==> config.mk <==
export PLATFORM = sky130hd
export DESIGN_NAME = bno085_hub
export DESIGN_NICKNAME = d
export VERILOG_FILES = /design/src/design/shtp_pkg.sv /design/src/design/bno085_hub.sv /design/src/design/shtp_cmd_rom.sv /design/src/design/shtp_delay_timer.sv /design/src/design/shtp_report_parser.sv /design/src/design/shtp_sequencer.sv
export SDC_FILE = /design/constraint.sdc
export NUM_CORES = 1
export LEC_CHECK = 0
export ABC_AREA = 1
export BUFFER_PORTS_ARGS = -buffer_cell sky130_fd_sc_hd__clkbuf_2
export CAP_MARGIN = 20
export CORE_MARGIN = 1
export CORE_UTILIZATION = 63
export CTS_CLUSTER_SIZE = 28
export DETAILED_ROUTE_END_ITERATION = 16
export PLACE_DENSITY = 0.87
export SYNTH_ARGS = -nofsm -noshare
export SYNTH_HDL_FRONTEND = slang
export SYNTH_SLANG_ARGS = --single-unit
==> constraint.sdc <==
create_clock -name clk -period 7.92 [get_ports clk]
set_clock_uncertainty 0.15 [all_clocks]
set_input_delay 0.792 -clock clk [delete_from_list [all_inputs] [get_ports clk]]
set_output_delay 0.792 -clock clk [all_outputs]
set_load 0.05 [all_outputs]
==> src/design/shtp_pkg.sv <==
`default_nettype none

package shtp_pkg;

    // ========================================================================
    // Basic types
    // ========================================================================
    typedef logic [7:0]        byte_t;     // One SPI data byte
    typedef logic signed [15:0] word16_t;  // Q-point sensor field

    // Controller to SPI master
    typedef struct packed {
        logic  start;    // Held until done
        byte_t tx_data;  // Stable while start is high
    } spi_req_t;

    // SPI master back to controller
    typedef struct packed {
        logic  done;     // Single cycle pulse
        byte_t rx_data;  // Valid with done
    } spi_rsp_t;

    // Four words in receive order, first word in the top bits
    typedef union packed {
        struct packed {
            word16_t i;
            word16_t j;
            word16_t k;
            word16_t real_part;
        } quat_view;
        struct packed {
            word16_t x;
            word16_t y;
            word16_t z;
            word16_t unused;   // Not written by gyro reports
        } gyro_view;
    } sample_u;

    // Parser status for the byte in the current strobe
    typedef struct packed {
        logic hdr_done;  // 4th header byte
        logic len_ok;    // Header length accepted
        logic last;      // Final byte of packet
    } frame_stat_t;

    // ========================================================================
    // SHTP constants
    // ========================================================================
    localparam byte_t CH_REPORTS   = 8'd3;   // Input sensor reports
    localparam byte_t CH_GYRO_RV   = 8'd5;   // Gyro integrated RV channel
    localparam byte_t RID_ROTATION = 8'h05;
    localparam byte_t RID_GYRO     = 8'h02;  // Calibrated gyroscope

    localparam int SHTP_HDR_LEN = 4;
    localparam int SHTP_MAX_LEN = 32766;

    // Delay counter and default waits in clock cycles
    localparam int          TIMER_W         = 19;
    localparam int unsigned DEF_RESET_WAIT  = 300000;
    localparam int unsigned DEF_WAKE_HOLD   = 450;    // PS0 low pulse
    localparam int unsigned DEF_INT_TIMEOUT = 150000;
    localparam int unsigned DEF_CMD_GAP     = 30000;

    localparam int NUM_CMDS = 3;  // Product ID, rotation vector, gyro

endpackage

`default_nettype wire

==> src/design/bno085_hub.sv <==
`timescale 1ns/100ps
`default_nettype none

module bno085_hub #(
    parameter int unsigned RESET_WAIT  = shtp_pkg::DEF_RESET_WAIT,
    parameter int unsigned WAKE_HOLD   = shtp_pkg::DEF_WAKE_HOLD,
    parameter int unsigned INT_TIMEOUT = shtp_pkg::DEF_INT_TIMEOUT,
    parameter int unsigned CMD_GAP     = shtp_pkg::DEF_CMD_GAP
) (
    input  logic               clk,
    input  logic               rst_n,
    input  logic               int_n,
    input  shtp_pkg::spi_rsp_t spi_rsp,
    output shtp_pkg::spi_req_t spi_req,
    output logic               cs_n,
    output logic               ps0_wake,
    output logic               quat_valid,
    output logic               gyro_valid,
    output shtp_pkg::sample_u  sample,
    output logic               initialized,
    output logic               error
);

    import shtp_pkg::*;

    logic               expired;
    logic               load;
    logic [TIMER_W-1:0] load_count;
    byte_t              cmd_byte;
    logic               cmd_last_byte;
    logic               cmd_last_cmd;
    logic               byte_adv;
    logic               cmd_adv;
    logic               frame_start;
    logic               rx_strobe;
    byte_t              rx_data;
    frame_stat_t        frame_stat;

    // ========================================================================
    // Control path
    // ========================================================================
    shtp_sequencer #(
        .RESET_WAIT  (RESET_WAIT),
        .WAKE_HOLD   (WAKE_HOLD),
        .INT_TIMEOUT (INT_TIMEOUT),
        .CMD_GAP     (CMD_GAP)
    ) u_seq (
        .clk           (clk),
        .rst_n         (rst_n),
        .int_n         (int_n),
        .spi_rsp       (spi_rsp),
        .expired       (expired),
        .cmd_byte      (cmd_byte),
        .cmd_last_byte (cmd_last_byte),
        .cmd_last_cmd  (cmd_last_cmd),
        .frame_stat    (frame_stat),
        .spi_req       (spi_req),
        .cs_n          (cs_n),
        .ps0_wake      (ps0_wake),
        .load          (load),
        .load_count    (load_count),
        .byte_adv      (byte_adv),
        .cmd_adv       (cmd_adv),
        .frame_start   (frame_start),
        .rx_strobe     (rx_strobe),
        .rx_data       (rx_data),
        .initialized   (initialized),
        .error         (error)
    );

    shtp_delay_timer u_timer (
        .clk        (clk),
        .rst_n      (rst_n),
        .load       (load),
        .load_count (load_count),
        .expired    (expired)
    );

    shtp_cmd_rom u_rom (
        .clk           (clk),
        .rst_n         (rst_n),
        .byte_adv      (byte_adv),
        .cmd_adv       (cmd_adv),
        .cmd_byte      (cmd_byte),
        .cmd_last_byte (cmd_last_byte),
        .cmd_last_cmd  (cmd_last_cmd)
    );

    // Receive path
    shtp_report_parser u_parser (
        .clk         (clk),
        .rst_n       (rst_n),
        .frame_start (frame_start),
        .rx_strobe   (rx_strobe),
        .rx_data     (rx_data),
        .frame_stat  (frame_stat),
        .quat_valid  (quat_valid),
        .gyro_valid  (gyro_valid),
        .sample      (sample)
    );

endmodule

`default_nettype wire

==> src/design/shtp_cmd_rom.sv <==
`timescale 1ns/100ps
`default_nettype none

module shtp_cmd_rom (
    input  logic            clk,
    input  logic            rst_n,
    input  logic            byte_adv,       // Byte sent
    input  logic            cmd_adv,        // Move to next command
    output shtp_pkg::byte_t cmd_byte,
    output logic            cmd_last_byte,
    output logic            cmd_last_cmd
);

    import shtp_pkg::*;

    localparam int CMD_W = $clog2(NUM_CMDS);

    logic [CMD_W-1:0] cmd_idx;
    logic [4:0]       byte_idx;   // Commands are at most 17 bytes
    byte_t            cmd_len;

    // ========================================================================
    // Command table, all on channel 2
    // ========================================================================
    // 0: 05 00 02 00 F9                  Product ID request
    // 1: 11 00 02 01 FD 05 00 00 00 20 4E 00 00 00 00 00 00
    // 2: as 1 with sequence 02 and report 02
    function automatic byte_t rom_byte(input logic [CMD_W-1:0] cmd, input logic [4:0] idx);
        byte_t b;
        b = 8'h00;                                        // Padding and zero fields
        case (idx)
            5'd0:  b = (cmd == '0) ? 8'h05 : 8'h11;       // Length LSB
            5'd2:  b = 8'h02;                             // Control channel
            5'd3:  b = 8'(cmd);                           // Sequence follows index
            5'd4:  b = (cmd == '0) ? 8'hF9 : 8'hFD;       // Prod ID req / set feature
            5'd5:  b = (cmd == CMD_W'(1)) ? RID_ROTATION : RID_GYRO;
            5'd9:  b = 8'h20;                             // 20000 us interval
            5'd10: b = 8'h4E;
            default: b = 8'h00;
        endcase
        return b;
    endfunction

    assign cmd_byte = rom_byte(cmd_idx, byte_idx);
    assign cmd_len  = rom_byte(cmd_idx, 5'd0);            // Length from header byte

    assign cmd_last_byte = ({3'b000, byte_idx} == cmd_len - 8'd1);
    assign cmd_last_cmd  = (cmd_idx == CMD_W'(NUM_CMDS - 1));

    always_ff @(posedge clk or negedge rst_n) begin
        if (!rst_n) begin
            cmd_idx  <= '0;
            byte_idx <= '0;
        end else begin
            if (byte_adv) begin
                byte_idx <= cmd_last_byte ? 5'd0 : byte_idx + 5'd1;   // Wrap at end
            end
            if (cmd_adv && !cmd_last_cmd) begin
                cmd_idx <= cmd_idx + 1'b1;
            end
        end
    end

endmodule

`default_nettype wire

==> src/design/shtp_delay_timer.sv <==
`timescale 1ns/100ps
`default_nettype none

module shtp_delay_timer (
    input  logic                         clk,
    input  logic                         rst_n,
    input  logic                         load,        // Restart with load_count
    input  logic [shtp_pkg::TIMER_W-1:0] load_count,
    output logic                         expired      // Level, held at zero
);

    import shtp_pkg::*;

    logic [TIMER_W-1:0] count;

    // Down-counter, parks at zero until the next load
    always_ff @(posedge clk or negedge rst_n) begin
        if (!rst_n) begin
            count <= '0;
        end else if (load) begin
            count <= load_count;
        end else if (count != '0) begin
            count <= count - 1'b1;
        end
    end

    assign expired = (count == '0);

endmodule

`default_nettype wire

==> src/design/shtp_report_parser.sv <==
`timescale 1ns/100ps
`default_nettype none

module shtp_report_parser (
    input  logic                  clk,
    input  logic                  rst_n,
    input  logic                  frame_start,  // cs_n lowered for a read
    input  logic                  rx_strobe,    // One received byte
    input  shtp_pkg::byte_t       rx_data,
    output shtp_pkg::frame_stat_t frame_stat,
    output logic                  quat_valid,
    output logic                  gyro_valid,
    output shtp_pkg::sample_u     sample
);

    import shtp_pkg::*;

    logic [15:0]      byte_cnt;     // Position in frame, header included
    logic [15:0]      pay_idx;      // Position in payload
    logic [14:0]      pkt_len;      // Continuation bit dropped
    byte_t            channel;
    byte_t            report_id;    // Zero unless channel accepted
    byte_t            lsb;          // Low byte of the pending field
    logic [3:0][15:0] words;        // Word 3 received first
    logic [1:0]       word_sel;
    logic             ch_ok;
    logic             is_rot;
    logic             is_gyro;
    logic             field_ok;

    assign pay_idx  = byte_cnt - 16'(SHTP_HDR_LEN);
    assign ch_ok    = (channel == CH_REPORTS) || (channel == CH_GYRO_RV);
    assign is_rot   = (report_id == RID_ROTATION);
    assign is_gyro  = (report_id == RID_GYRO);
    assign word_sel = 2'(pay_idx[3:1] - 3'd2);        // Fields start at payload byte 4

    // Field bytes: 4..11 for quaternion, 4..9 for gyro
    assign field_ok = (byte_cnt >= 16'(SHTP_HDR_LEN + 4)) &&
                      ((is_rot && pay_idx <= 16'd11) || (is_gyro && pay_idx <= 16'd9));

    // Status for the byte now on rx_data
    always_comb begin
        frame_stat.hdr_done = (byte_cnt == 16'(SHTP_HDR_LEN - 1));
        frame_stat.len_ok   = (pkt_len > 15'(SHTP_HDR_LEN)) &&
                              (pkt_len <= 15'(SHTP_MAX_LEN));
        frame_stat.last     = (byte_cnt >= 16'(SHTP_HDR_LEN)) &&
                              (byte_cnt == {1'b0, pkt_len} - 16'd1);
    end

    // ========================================================================
    // Header capture and valid pulses
    // ========================================================================
    always_ff @(posedge clk or negedge rst_n) begin
        if (!rst_n) begin
            byte_cnt   <= '0;
            pkt_len    <= '0;
            channel    <= '0;
            report_id  <= '0;
            quat_valid <= 1'b0;
            gyro_valid <= 1'b0;
        end else begin
            quat_valid <= rx_strobe && field_ok && is_rot && (pay_idx == 16'd11);
            gyro_valid <= rx_strobe && field_ok && is_gyro && (pay_idx == 16'd9);
            if (frame_start) begin
                byte_cnt <= '0;
            end else if (rx_strobe) begin
                byte_cnt <= byte_cnt + 16'd1;
                case (byte_cnt)
                    16'd0: pkt_len[7:0]  <= rx_data;
                    16'd1: pkt_len[14:8] <= rx_data[6:0];          // Bit 15 masked
                    16'd2: channel       <= rx_data;
                    16'd4: report_id     <= ch_ok ? rx_data : 8'h00;
                    default: ;                                     // Seq, status, delay
                endcase
            end
        end
    end

    // Little-endian field assembly, LSB held until its MSB arrives
    always_ff @(posedge clk) begin
        if (rx_strobe && field_ok) begin
            if (!pay_idx[0]) begin
                lsb <= rx_data;
            end else begin
                words[3 - word_sel] <= {rx_data, lsb};
            end
        end
    end

    assign sample = words;

endmodule

`default_nettype wire

==> src/design/shtp_sequencer.sv <==
`timescale 1ns/100ps
`default_nettype none

module shtp_sequencer #(
    parameter int unsigned RESET_WAIT  = shtp_pkg::DEF_RESET_WAIT,
    parameter int unsigned WAKE_HOLD   = shtp_pkg::DEF_WAKE_HOLD,
    parameter int unsigned INT_TIMEOUT = shtp_pkg::DEF_INT_TIMEOUT,
    parameter int unsigned CMD_GAP     = shtp_pkg::DEF_CMD_GAP
) (
    input  logic                         clk,
    input  logic                         rst_n,
    input  logic                         int_n,          // Async, active low
    input  shtp_pkg::spi_rsp_t           spi_rsp,
    input  logic                         expired,
    input  shtp_pkg::byte_t              cmd_byte,
    input  logic                         cmd_last_byte,
    input  logic                         cmd_last_cmd,
    input  shtp_pkg::frame_stat_t        frame_stat,
    output shtp_pkg::spi_req_t           spi_req,
    output logic                         cs_n,
    output logic                         ps0_wake,       // Active low
    output logic                         load,
    output logic [shtp_pkg::TIMER_W-1:0] load_count,
    output logic                         byte_adv,
    output logic                         cmd_adv,
    output logic                         frame_start,
    output logic                         rx_strobe,
    output shtp_pkg::byte_t              rx_data,
    output logic                         initialized,
    output logic                         error
);

    import shtp_pkg::*;

    typedef enum logic [3:0] {
        ST_BOOT,        // Arm reset wait
        ST_RST_WAIT,
        ST_WAKE,        // PS0 held low
        ST_WAIT_INT,
        ST_CMD_XFER,
        ST_CMD_GAP,
        ST_READY,       // Initialized, waiting for INT
        ST_RD_XFER,
        ST_ERROR
    } state_t;

    state_t state;
    logic   int_meta;
    logic   int_sync;
    logic   int_asserted;
    logic   timer_done;
    logic   rd_end;

    // INT synchronizer
    always_ff @(posedge clk or negedge rst_n) begin
        if (!rst_n) begin
            int_meta <= 1'b1;
            int_sync <= 1'b1;
        end else begin
            int_meta <= int_n;
            int_sync <= int_meta;
        end
    end

    assign int_asserted = !int_sync;
    assign timer_done   = expired && !load;   // Timer reloads one cycle after load
    assign rd_end       = frame_stat.last || (frame_stat.hdr_done && !frame_stat.len_ok);

    // Strobes to ROM and parser
    assign byte_adv    = (state == ST_CMD_XFER) && spi_rsp.done;
    assign cmd_adv     = (state == ST_CMD_GAP) && timer_done && !cmd_last_cmd;
    assign frame_start = (state == ST_READY) && int_asserted;
    assign rx_strobe   = (state == ST_RD_XFER) && spi_rsp.done;
    assign rx_data     = spi_rsp.rx_data;

    // ========================================================================
    // Init and read FSM
    // ========================================================================
    always_ff @(posedge clk or negedge rst_n) begin
        if (!rst_n) begin
            state       <= ST_BOOT;
            spi_req     <= '0;
            cs_n        <= 1'b1;
            ps0_wake    <= 1'b1;
            load        <= 1'b0;
            load_count  <= '0;
            initialized <= 1'b0;
            error       <= 1'b0;
        end else begin
            load <= 1'b0;                                    // Single cycle pulse
            case (state)
                ST_BOOT: begin
                    load       <= 1'b1;
                    load_count <= TIMER_W'(RESET_WAIT);
                    state      <= ST_RST_WAIT;
                end
                ST_RST_WAIT: if (timer_done) begin
                    if (int_asserted) begin                  // Sensor already asked
                        cs_n  <= 1'b0;
                        state <= ST_CMD_XFER;
                    end else begin
                        ps0_wake   <= 1'b0;
                        load       <= 1'b1;
                        load_count <= TIMER_W'(WAKE_HOLD);
                        state      <= ST_WAKE;
                    end
                end
                ST_WAKE: if (timer_done) begin
                    ps0_wake   <= 1'b1;
                    load       <= 1'b1;
                    load_count <= TIMER_W'(INT_TIMEOUT);
                    state      <= ST_WAIT_INT;
                end
                ST_WAIT_INT: begin
                    if (int_asserted) begin
                        cs_n  <= 1'b0;
                        state <= ST_CMD_XFER;
                    end else if (timer_done) begin
                        error <= 1'b1;                       // Sticky until reset
                        state <= ST_ERROR;
                    end
                end
                ST_CMD_XFER, ST_RD_XFER: begin
                    if (!spi_req.start) begin                // Idle one cycle, then start
                        spi_req.start   <= 1'b1;
                        spi_req.tx_data <= (state == ST_CMD_XFER) ? cmd_byte : 8'h00;
                    end else if (spi_rsp.done) begin
                        spi_req.start <= 1'b0;
                        if (state == ST_CMD_XFER && cmd_last_byte) begin
                            cs_n       <= 1'b1;
                            load       <= 1'b1;
                            load_count <= TIMER_W'(CMD_GAP);
                            state      <= ST_CMD_GAP;
                        end else if (state == ST_RD_XFER && rd_end) begin
                            cs_n  <= 1'b1;                   // Bad length or last byte
                            state <= ST_READY;
                        end
                    end
                end
                ST_CMD_GAP: if (timer_done) begin
                    if (cmd_last_cmd) begin
                        initialized <= 1'b1;
                        state       <= ST_READY;
                    end else begin                           // Wake for next command
                        ps0_wake   <= 1'b0;
                        load       <= 1'b1;
                        load_count <= TIMER_W'(WAKE_HOLD);
                        state      <= ST_WAKE;
                    end
                end
                ST_READY: if (int_asserted) begin
                    cs_n  <= 1'b0;
                    state <= ST_RD_XFER;
                end
                ST_ERROR: state <= ST_ERROR;                 // cs_n stays high
                default:  state <= ST_BOOT;
            endcase
        end
    end

endmodule

`default_nettype wire

==> flow_summary.json, run 1 <==
{
  "max_freq_ghz": 0.3295,
  "die_w_microns": 117.5,
  "placed_area_sq_mm": 0.009037,
  "hold_viol_final": 0,
  "gr-usage-all-layers_pct": 29.32,
  "insertedDiodeCount": 0,
  "synthMuxAreaShare_pct": 0.1340,
  "fillers": 854,
  "first_iter_violations": 689,
  "synthCells": 873,
  "fin_crit_sh_pct": 38.32,
  "port_buffers": 90,
  "layout-drive-gt1-share_pct": 22.05,
  "fp.coreArea_sq_mm": 0.01282,
  "drtAntennaViolNets": 0,
  "tightest_slew_ns": 0.9008,
  "maxCapViolCount": 0,
  "cts_tree": "yes",
  "ctsRootBufferMaster": "clkbuf_16",
  "peakVddDrop_uv": 140.1,
  "area_growth_pct": 14.32,
  "route.detailed.drc": 0,
  "gp_congestion": 0.9593,
  "clk_latency_ns": 0.44,
  "antenna_found_initial": 0,
  "worst-path-stages": 8,
  "wl_met3_microns": 1202,
  "synth_compound_area_share_pct": 7.995,
  "synth-xor-area-share_pct": 3.126,
  "synthFlopType": "dfrtp_1",
  "outcome": "finished, final reports clean",
  "highest_layer": "met4",
  "overflow": 0,
  "critical_path.endpoint_type": "register",
  "tns_ns": 0,
  "slowest_delay_ns": 0.70,
  "hp-class": "in -> async",
  "crit_start": "u_parser.byte_cnt[2]",
  "first_pass_iters": 5,
  "path_cells": "nor2_2 > inv_2 > nor3_1 > a21oi_1 > nor3_1 > nand3_2 > nand3b_4 > nor2_2",
  "finalSetupViolations": 0,
  "r2r_start": "u_parser.byte_cnt[2]",
  "critical_path_arrival_ns": 2.95,
  "viasPerCell": 5.741,
  "synth_edf_count": 72,
  "report.final.slew_viol_count": 0,
  "synth_top_cells_by_area": "dfrtp_1, edfxtp_1, nand2_1",
  "final-seq-area_sq_mm": 0.004745,
  "rsz0062_at_grt": "false",
  "crit_path_top_delay_cell": "nor2_2",
  "dr_wl_met2_microns": 9581,
  "synth_top_cells_by_count": "nand2_1, dfrtp_1, nor2_1",
  "cellPowerDensity_mw_per_mm2": 184.6,
  "met1_length_microns": 7824,
  "reg2reg_depth": 8,
  "boundaryPins": 91,
  "async_reset_ff_share_pct": 58.86,
  "synth_top_family_by_area": "simple AND/OR/NAND/NOR gates",
  "synth_cell_types": 55,
  "synth_area_per_cell_sq_um": 9.627,
  "num_vias": 6637,
  "drt-total-wl_microns": 19370,
  "crit_family": "simple AND/OR/NAND/NOR gates",
  "critPathBufInv": 1,
  "grt_pass1_wl_microns": 31130,
  "synth-simple-area-share_pct": 24.50,
  "crit_path_max_fanout": 16,
  "crit_required_ns": 7.83,
  "syn_area_sq_mm": 0.008404,
  "htree_levels": 4,
  "grt_pass1_vias": 6263,
  "synth_fp_nets": 900,
  "nets": 998,
  "cts-buffers-inserted": 17,
  "post-route-cell-area_sq_mm": 0.009608,
  "initial_core_util_pct": 65.53,
  "post-cts-setup-buffer-count": 0,
  "dieArea_sq_mm": 0.01381,
  "clockBufferDepth": 2,
  "slew_headroom_pct": 39.88,
  "power_leakage_nw": 4.369,
  "postCtsHoldBufs": 0,
  "yosysWarnings": 0,
  "grt_max_degree": 59,
  "dpl.hpwl_microns": 13580,
  "yosysSeqAreaShare_pct": 56.45,
  "synth_most_common_cell": "nand2_1",
  "synthAdderAreaFrac_pct": 2.233,
  "path_clk_slew_ns": 0.07,
  "synth_top_area_share_pct": 29.48,
  "multi_input_area_sq_mm": 0.003206,
  "total_power_mw": 1.774,
  "yosysTopAreaCell": "dfrtp_1",
  "fp-row-count": 41,
  "dieHeight_microns": 117.5,
  "cts_sinks": 175,
  "worstSetupStartpointType": "register",
  "post_cts_resized": 0,
  "ys_seq_elements": 175,
  "worstSetupPathType": "reg -> reg",
  "period_needed_ns": 3.035,
  "avgRoutedWirePerCell_microns": 16.76
}
worst register-to-register path, cell delays in order (launching register included):
cell      delay, ns
dfrtp_1        0.48
nor2_2         0.23
inv_2          0.09
nor3_1         0.24
a21oi_1        0.11
nor3_1         0.21
nand3_2        0.22
nand3b_4       0.22
nor2_2         0.70
report_power, final:
group | switching (mW) | internal [mW] | total, mW
combinational | 0.0242 | 0.00572 | 0.0299
clock | 0.382 | 0.416 | 0.798
sequential | 0.00230 | 0.944 | 0.946
total | 0.408 | 1.37 | 1.77
state kept, by name, summed over array words and instances, names as in the netlist, 9 cells and up:
register	flops
u_parser.sample	64
u_parser.pkt_len	15
u_timer.count	19
u_parser.byte_cnt	16
u_seq.load_count	9
kinds of logic after synthesis:
kind of cell	after synthesis
DFF	175
and+or+nand+nor	418
muxes	1
AOI/OAI and AO/OA	116
xor gates and xnor gates	30
buffers and inverters	118
adders and majority gates	15
final timing paths:
kind	to	slack, ns
setup / recovery	u_parser.sample[52]	4.88
hold / removal	u_parser.pkt_len[14]	0.20
setup reg to reg	u_parser.sample[52]	4.88
hold reg to reg	u_seq.int_sync	0.21
max in group asynchronous	u_timer.count[5]	6.28
min in group clk	u_seq.int_sync	0.21
cell type report:
| class | count | share of cell area (%) |
|---|---|---|
| Inverter | 104 | 4.128 |
| Timing Repair Buffer | 93 | 4.949 |
| Sequential cell | 175 | 49.38 |
| Multi-Input combinational cell | 580 | 33.36 |
| Clock inverter | 15 | 1.511 |
| Tap cell | 172 | 2.240 |
| Clock buffer | 17 | 4.428 |
through the flow:
step,hold slack (ns),setup WS (ns),std cells,util (%)
2_1_floorplan,0.1952,4.183,873,-
3_3_place_gp,0.1957,4.874,1124,70.47
3_5_place_dp,0.1972,4.712,1124,70.47
4_1_cts,0.2071,4.921,1156,74.92
5_1_grt,0.2103,4.565,1156,74.92
6_report,0.1998,4.885,1156,74.92
cells in the final DEF, fill, tap and decap left out, types with 17 or more instances in the layout:
master,n
nand3_1,41
nor2_1,91
dfrtp_1,99
clkbuf_2,89
xor2_1,21
nor2_2,19
o21ai_0,56
edfxtp_1,72
nand2_1,187
inv_2,23
inv_1,78
clkbuf_16,17
metal layers:
| layer | track usage [%] | vias to the layer above |
|---|---|---|
| met5 | 0 | - |
| met4 | 15.79 | 0 |
| met3 | 6.444 | 72 |
| met2 | 47.63 | 302 |
| met1 | 36.88 | 3175 |
| li1 | - | 3088 |
Power figures use the tool's default switching activity.
==> run 2, diff against run 1 <==
CORE_UTILIZATION = 59   (was 63)
PLACE_DENSITY = 0.82   (was 0.87)
clock period = 3.08 ns   (was 7.92 ns; I/O delays follow)
==> run 2 against run 1 <==
Maximum frequency rose by 17%. Clock power rose to 2.9 times the previous value. Final cell count is 1.1% higher. Sequential share of layout area down 0.68 points. Total power rose to 2.7 times the previous value. Flip-flop and latch count unchanged. Critical path depth is 2 higher. Die area rose by 6.7%. Register-to-register slack got worse by 4.4 ns. Count of clock-buffer cells in the layout up 1. Critical endpoint is now u_parser.sample[27]. Largest power group unchanged.
==> flow_summary.json, run 2 (synthesis results as in run 1) <==
{
  "dpl.hpwl_microns": 13840,
  "gr-usage-all-layers_pct": 28.05,
  "route.detailed.drc": 0,
  "initial_core_util_pct": 60.55,
  "grt_pass1_wl_microns": 31500,
  "largest_reg_flops": 64,
  "first_iter_violations": 606,
  "p_seq_share_pct": 50.5,
  "grt_pass1_vias": 6274,
  "nets": 1003,
  "highest_layer": "met4",
  "fin_hold_ws_ns": 0.02014,
  "fp.coreArea_sq_mm": 0.01388,
  "drt-total-wl_microns": 19380,
  "final_cell_mix": "nand2_1, dfrtp_1, nor2_1",
  "layout-drive-gt1-share_pct": 22.24,
  "port_buffers": 90,
  "wl_met3_microns": 1092,
  "pwr-share-clk_pct": 47.8,
  "power_frac_comb_pct": 1.7,
  "p_switching_mw": 0.9815,
  "sw_frac_of_total_pct": 20.36,
  "fin_util_pct": 70.19,
  "fp-row-count": 43,
  "num_vias": 6577,
  "critical_path_arrival_ns": 2.56,
  "period_needed_ns": 2.597,
  "cts-buffers-inserted": 17,
  "gp_congestion": 0.9428,
  "path_clk_slew_ns": 0.07,
  "insertedDiodeCount": 0,
  "slew_headroom_pct": 48.51,
  "max_freq_ghz": 0.3850,
  "dieArea_sq_mm": 0.01473,
  "hold_viol_final": 0,
  "peakVddDrop_uv": 396.8,
  "drtAntennaViolNets": 0,
  "report.final.slew_viol_count": 0,
  "area_growth_pct": 15.93,
  "power_leakage_nw": 4.440,
  "hp-class": "in -> reg",
  "layout_commonest_cell": "nand2_1",
  "clockBufferDepth": 2,
  "crit_required_ns": 3.05,
  "htree_levels": 4,
  "maxCapViolCount": 0,
  "overflow": 0,
  "antenna_found_initial": 0,
  "critical_path.endpoint_type": "register",
  "worstSetupPathType": "reg -> reg",
  "cellPowerDensity_mw_per_mm2": 494.8,
  "cts_sinks": 175,
  "cts_tree": "yes",
  "crit_path_max_fanout": 16,
  "rsz0062_at_grt": "false",
  "first_pass_iters": 6,
  "avgRoutedWirePerCell_microns": 16.58,
  "fin_crit_sh_pct": 84.32,
  "grt_max_degree": 57,
  "finalSetupViolations": 0,
  "place_ws_ns": 0.5190,
  "die_w_microns": 121.4,
  "dieHeight_microns": 121.4,
  "clk_latency_ns": 0.43,
  "met1_length_microns": 8099,
  "ctsRootBufferMaster": "clkbuf_16",
  "outcome": "finished, final reports clean",
  "tightest_slew_ns": 0.7660,
  "intPower_mw": 3.840,
  "placed_area_sq_mm": 0.009082,
  "dr_wl_met2_microns": 9841,
  "boundaryPins": 91,
  "setup_ws_ns": 0.4829,
  "post-route-cell-area_sq_mm": 0.009743,
  "viasPerCell": 5.626,
  "worstSetupStartpointType": "register",
  "total_power_mw": 4.821
}
-- run 2: layer usage --
layer | global-route usage [%] | vias to the layer above
met4 | 9.491 | 0
met2 | 47.51 | 266
met3 | 5.451 | 38
met5 | 0 | -
met1 | 36.02 | 3165
li1 | - | 3108
-- run 2: repair_timing --
item                                   4_1_cts  5_1_grt
buffers inserted                             0        0
gates resized for setup                      0        0
hold buffers                                 2        0
endpoints found under the hold margin       44        0
-- run 2: cell type report --
cell class	count	area [sq um]
clock inverters	14	201.4
multi-input cells	580	3206
fillers	1007	4138
clock buffers	18	439.2
flip-flops and latches	175	4745
well taps	180	225.2
inverters	104	396.6
repair buffers	98	530.5
-- run 2: through the flow --
step	setup TNS (ns)	instances
2_1_floorplan	-13.19	873
3_3_place_gp	0	1135
3_5_place_dp	0	1135
4_1_cts	0	1169
5_1_grt	0	1169
6_report	0	1169
-- run 2: critical path, stage by stage (launching register included) --
cell and delay, ns:
dfrtp_1 0.46, nor2_1 0.27, nand2_1 0.15, nor2_2 0.14, xor2_1 0.16, o211ai_1 0.11
nor2_1 0.12, nand3_2 0.16, nand3b_4 0.21, nor2_2 0.10, buf_4 0.26
-- run 2: power groups by stage --
stage	combinational [mW]	clock [mW]	sequential (mW)
finish	0.0803	2.31	2.43
global route	0.0914	2.42	2.43
CTS	0.0827	2.34	2.43
detailed placement	0.0798	0	2.48
global placement	0.0774	0	2.48
floorplan	0.0246	0	2.48
-- run 2: path summary, 6_finish.rpt --
kind | end | slack [ns] | from | cells past startpoint
worst max-delay path | u_parser.sample[27] | 0.48 | u_parser.byte_cnt[10] | 10
worst min-delay path | u_parser.sample[15] | 0.02 | spi_rsp[7] | 1
worst max register to register | u_parser.sample[27] | 0.48 | u_parser.byte_cnt[10] | 10
worst min register to register | u_seq.int_sync | 0.21 | u_seq.int_meta | 0
max in group asynchronous | u_parser.channel[6] | 1.77 | rst_n | 3
min in group asynchronous | u_timer.count[1] | 0.29 | rst_n | 2
==> run 3, diff against run 2 <==
CORE_UTILIZATION = 53   (was 59)
PLACE_DENSITY = 0.78   (was 0.82)
clock period = 2.25 ns   (was 3.08 ns; I/O delays follow)
==> run 3 against run 2 <==
Critical path depth is the same. Sequential share of layout area shrank 5.5 points. Register-to-register slack lost 0.68 ns. Wire length grew 6.6%. Largest power group unchanged. Via count grew 7.8%. The run now ends with setup timing left. Total power grew 31%. Maximum frequency grew 6.1%. Largest cell class unchanged. Critical path type unchanged. Flip-flop and latch count is the same. Worst hold slack gained 0.021 ns. Final cell count grew 13%.
==> flow_summary.json, run 3 (synthesis results as in run 1) <==
{
  "gp_congestion": 0.9059,
  "cts_tree": "yes",
  "layout-drive-gt1-share_pct": 33.87,
  "power_leakage_nw": 5.083,
  "path_cells": "nor4_2 > buf_4 > nand4_1 > o21ai_2 > nand2_1 > nand2_1 > nand3_2 > buf_6 > nor4_4 > buf_4",
  "tns_ns": -7.596,
  "drt-total-wl_microns": 20650,
  "worstSetupPathType": "reg -> reg",
  "area_growth_pct": 30.85,
  "maxCapViolCount": 0,
  "fin_crit_sh_pct": 108.8,
  "crit_path_max_fanout": 5,
  "layout_commonest_cell": "nand2_1",
  "total_power_mw": 6.337,
  "critical_path_arrival_ns": 2.46,
  "report.final.slew_viol_count": 0,
  "crit_required_ns": 2.26,
  "first_pass_iters": 5,
  "num_vias": 7087,
  "cts_sinks": 175,
  "dpl.hpwl_microns": 14090,
  "cts-buffers-inserted": 17,
  "setup_ws_ns": -0.1975,
  "cellPowerDensity_mw_per_mm2": 576.3,
  "grt_pass1_vias": 6552,
  "nets": 1124,
  "placed_area_sq_mm": 0.009898,
  "post-route-cell-area_sq_mm": 0.01100,
  "port_buffers": 90,
  "finalSetupViolations": 73,
  "rsz0062_at_grt": "true",
  "gr-usage-all-layers_pct": 25.14,
  "grt_busiest_layer": "met2",
  "hp-class": "in -> reg",
  "grt_pass1_wl_microns": 31730,
  "dieArea_sq_mm": 0.01636,
  "die_w_microns": 127.9,
  "crit_path_top_delay_cell": "dfrtp_1",
  "antenna_found_initial": 0,
  "fp.coreArea_sq_mm": 0.01531,
  "first_iter_violations": 623,
  "viasPerCell": 5.365,
  "path_clk_slew_ns": 0.07,
  "initial_core_util_pct": 54.88,
  "clk_latency_ns": 0.44,
  "fin_util_pct": 71.81,
  "insertedDiodeCount": 0,
  "final_cell_mix": "nand2_1, buf_4, dfrtp_1",
  "ctsRootBufferMaster": "clkbuf_16",
  "overflow": 0,
  "worstSetupStartpointType": "register",
  "avgRoutedWirePerCell_microns": 15.64,
  "met3_usage_pct": 5.050,
  "numPlacedInstances": 1260,
  "r2r_start": "u_parser.report_id[6]",
  "max_freq_ghz": 0.4086,
  "grt_use_met2_pct": 42.04,
  "grt_max_degree": 46,
  "critical_path.endpoint_type": "register",
  "period_needed_ns": 2.448,
  "dieHeight_microns": 127.9,
  "clockBufferDepth": 2,
  "peakVddDrop_uv": 552.2,
  "htree_levels": 4,
  "hold_start": "spi_rsp[2]",
  "hold_viol_final": 0,
  "slew_headroom_pct": 67.92,
  "fillers": 1057,
  "met1_usage_pct": 32.71,
  "outcome": "finished, violations left",
  "slowest_delay_ns": 0.40,
  "crit_start": "u_parser.report_id[6]",
  "boundaryPins": 91,
  "fp-row-count": 45,
  "route.detailed.drc": 0,
  "drtAntennaViolNets": 0,
  "violations": "setup timing",
  "largest_reg_flops": 64,
  "final_cells": 1321,
  "tightest_slew_ns": 0.4813
}
## run 3: cell count changes in the layout (fill, tap and decap cells not counted), moves of 7 or more
cell,delta
buf_6,+13
nand2_1,-11
nor2_4,+8
nand2_2,+9
dlygate4sd3_1,+7
buf_4,+98
nor2_1,-7
## run 3: stage by stage
stage	hold WS, ns	setup slack, ns
5_1_grt	0.01138	-0.3510
3_3_place_gp	0.06101	-0.1736
3_5_place_dp	0.06737	-0.2704
6_report	0.04108	-0.1975
4_1_cts	0.01780	-0.1237
2_1_floorplan	-0.2206	-0.2472
## run 3: path summary, 6_finish.rpt
check                                            to  slack (ns)  cells past startpoint
min in group asynchronous          u_timer.count[2]        0.14                      2
worst max register to register   u_parser.sample[3]       -0.20                     10
worst min register to register       u_seq.int_sync        0.21                      0
worst max-delay path             u_parser.sample[3]       -0.20                     10
worst min-delay path            u_parser.sample[26]        0.04                      1
max in group asynchronous                u_seq.cs_n        1.06                      3
## run 3: area by class of cell
type                    instances  area, sq um  area share (%)
flip-flops and latches        175         4748           43.18
multi-input cells             580         3467           31.53
repair buffers                219         1543           14.03
clock buffers                  17        425.4           3.868
inverters                     104        396.6           3.607
well taps                     211        264.0           2.401
clock inverters                15        152.6           1.388
## run 3: layer usage
metal | up-vias | routed length (microns)
li1 | 3361 | -
met1 | 3369 | 8672
met2 | 292 | 10250
met3 | 65 | 1188
met4 | 0 | 538
met5 | - | 0
## run 3: worst max-delay path, delay by kind of cell, from the launching register on
| kind | cells | cell delay [ns] |
|---|---|---|
| AND/OR/NAND/NOR | 6 | 0.96 |
| flip-flops | 1 | 0.40 |
| AO/OA/AOI/OAI | 1 | 0.11 |
| buffers and inverters | 3 | 0.54 |
## run 3: repair_timing
item                       CTS  global route
setup endpoints to repair   75            98
pin swaps                    2            15
buffers inserted             8            14
hold buffers                 9             0
resized for setup           19            50
hold endpoints to repair    79             0
cloned                       1             0
## run 3: power breakdown
group	total (mW)	leakage, nW	internal [mW]	switching (mW)
clock	2.88	0.289	1.49	1.39
combinational	0.127	2.84	0.0361	0.0909
sequential	3.33	1.96	3.32	0.00889
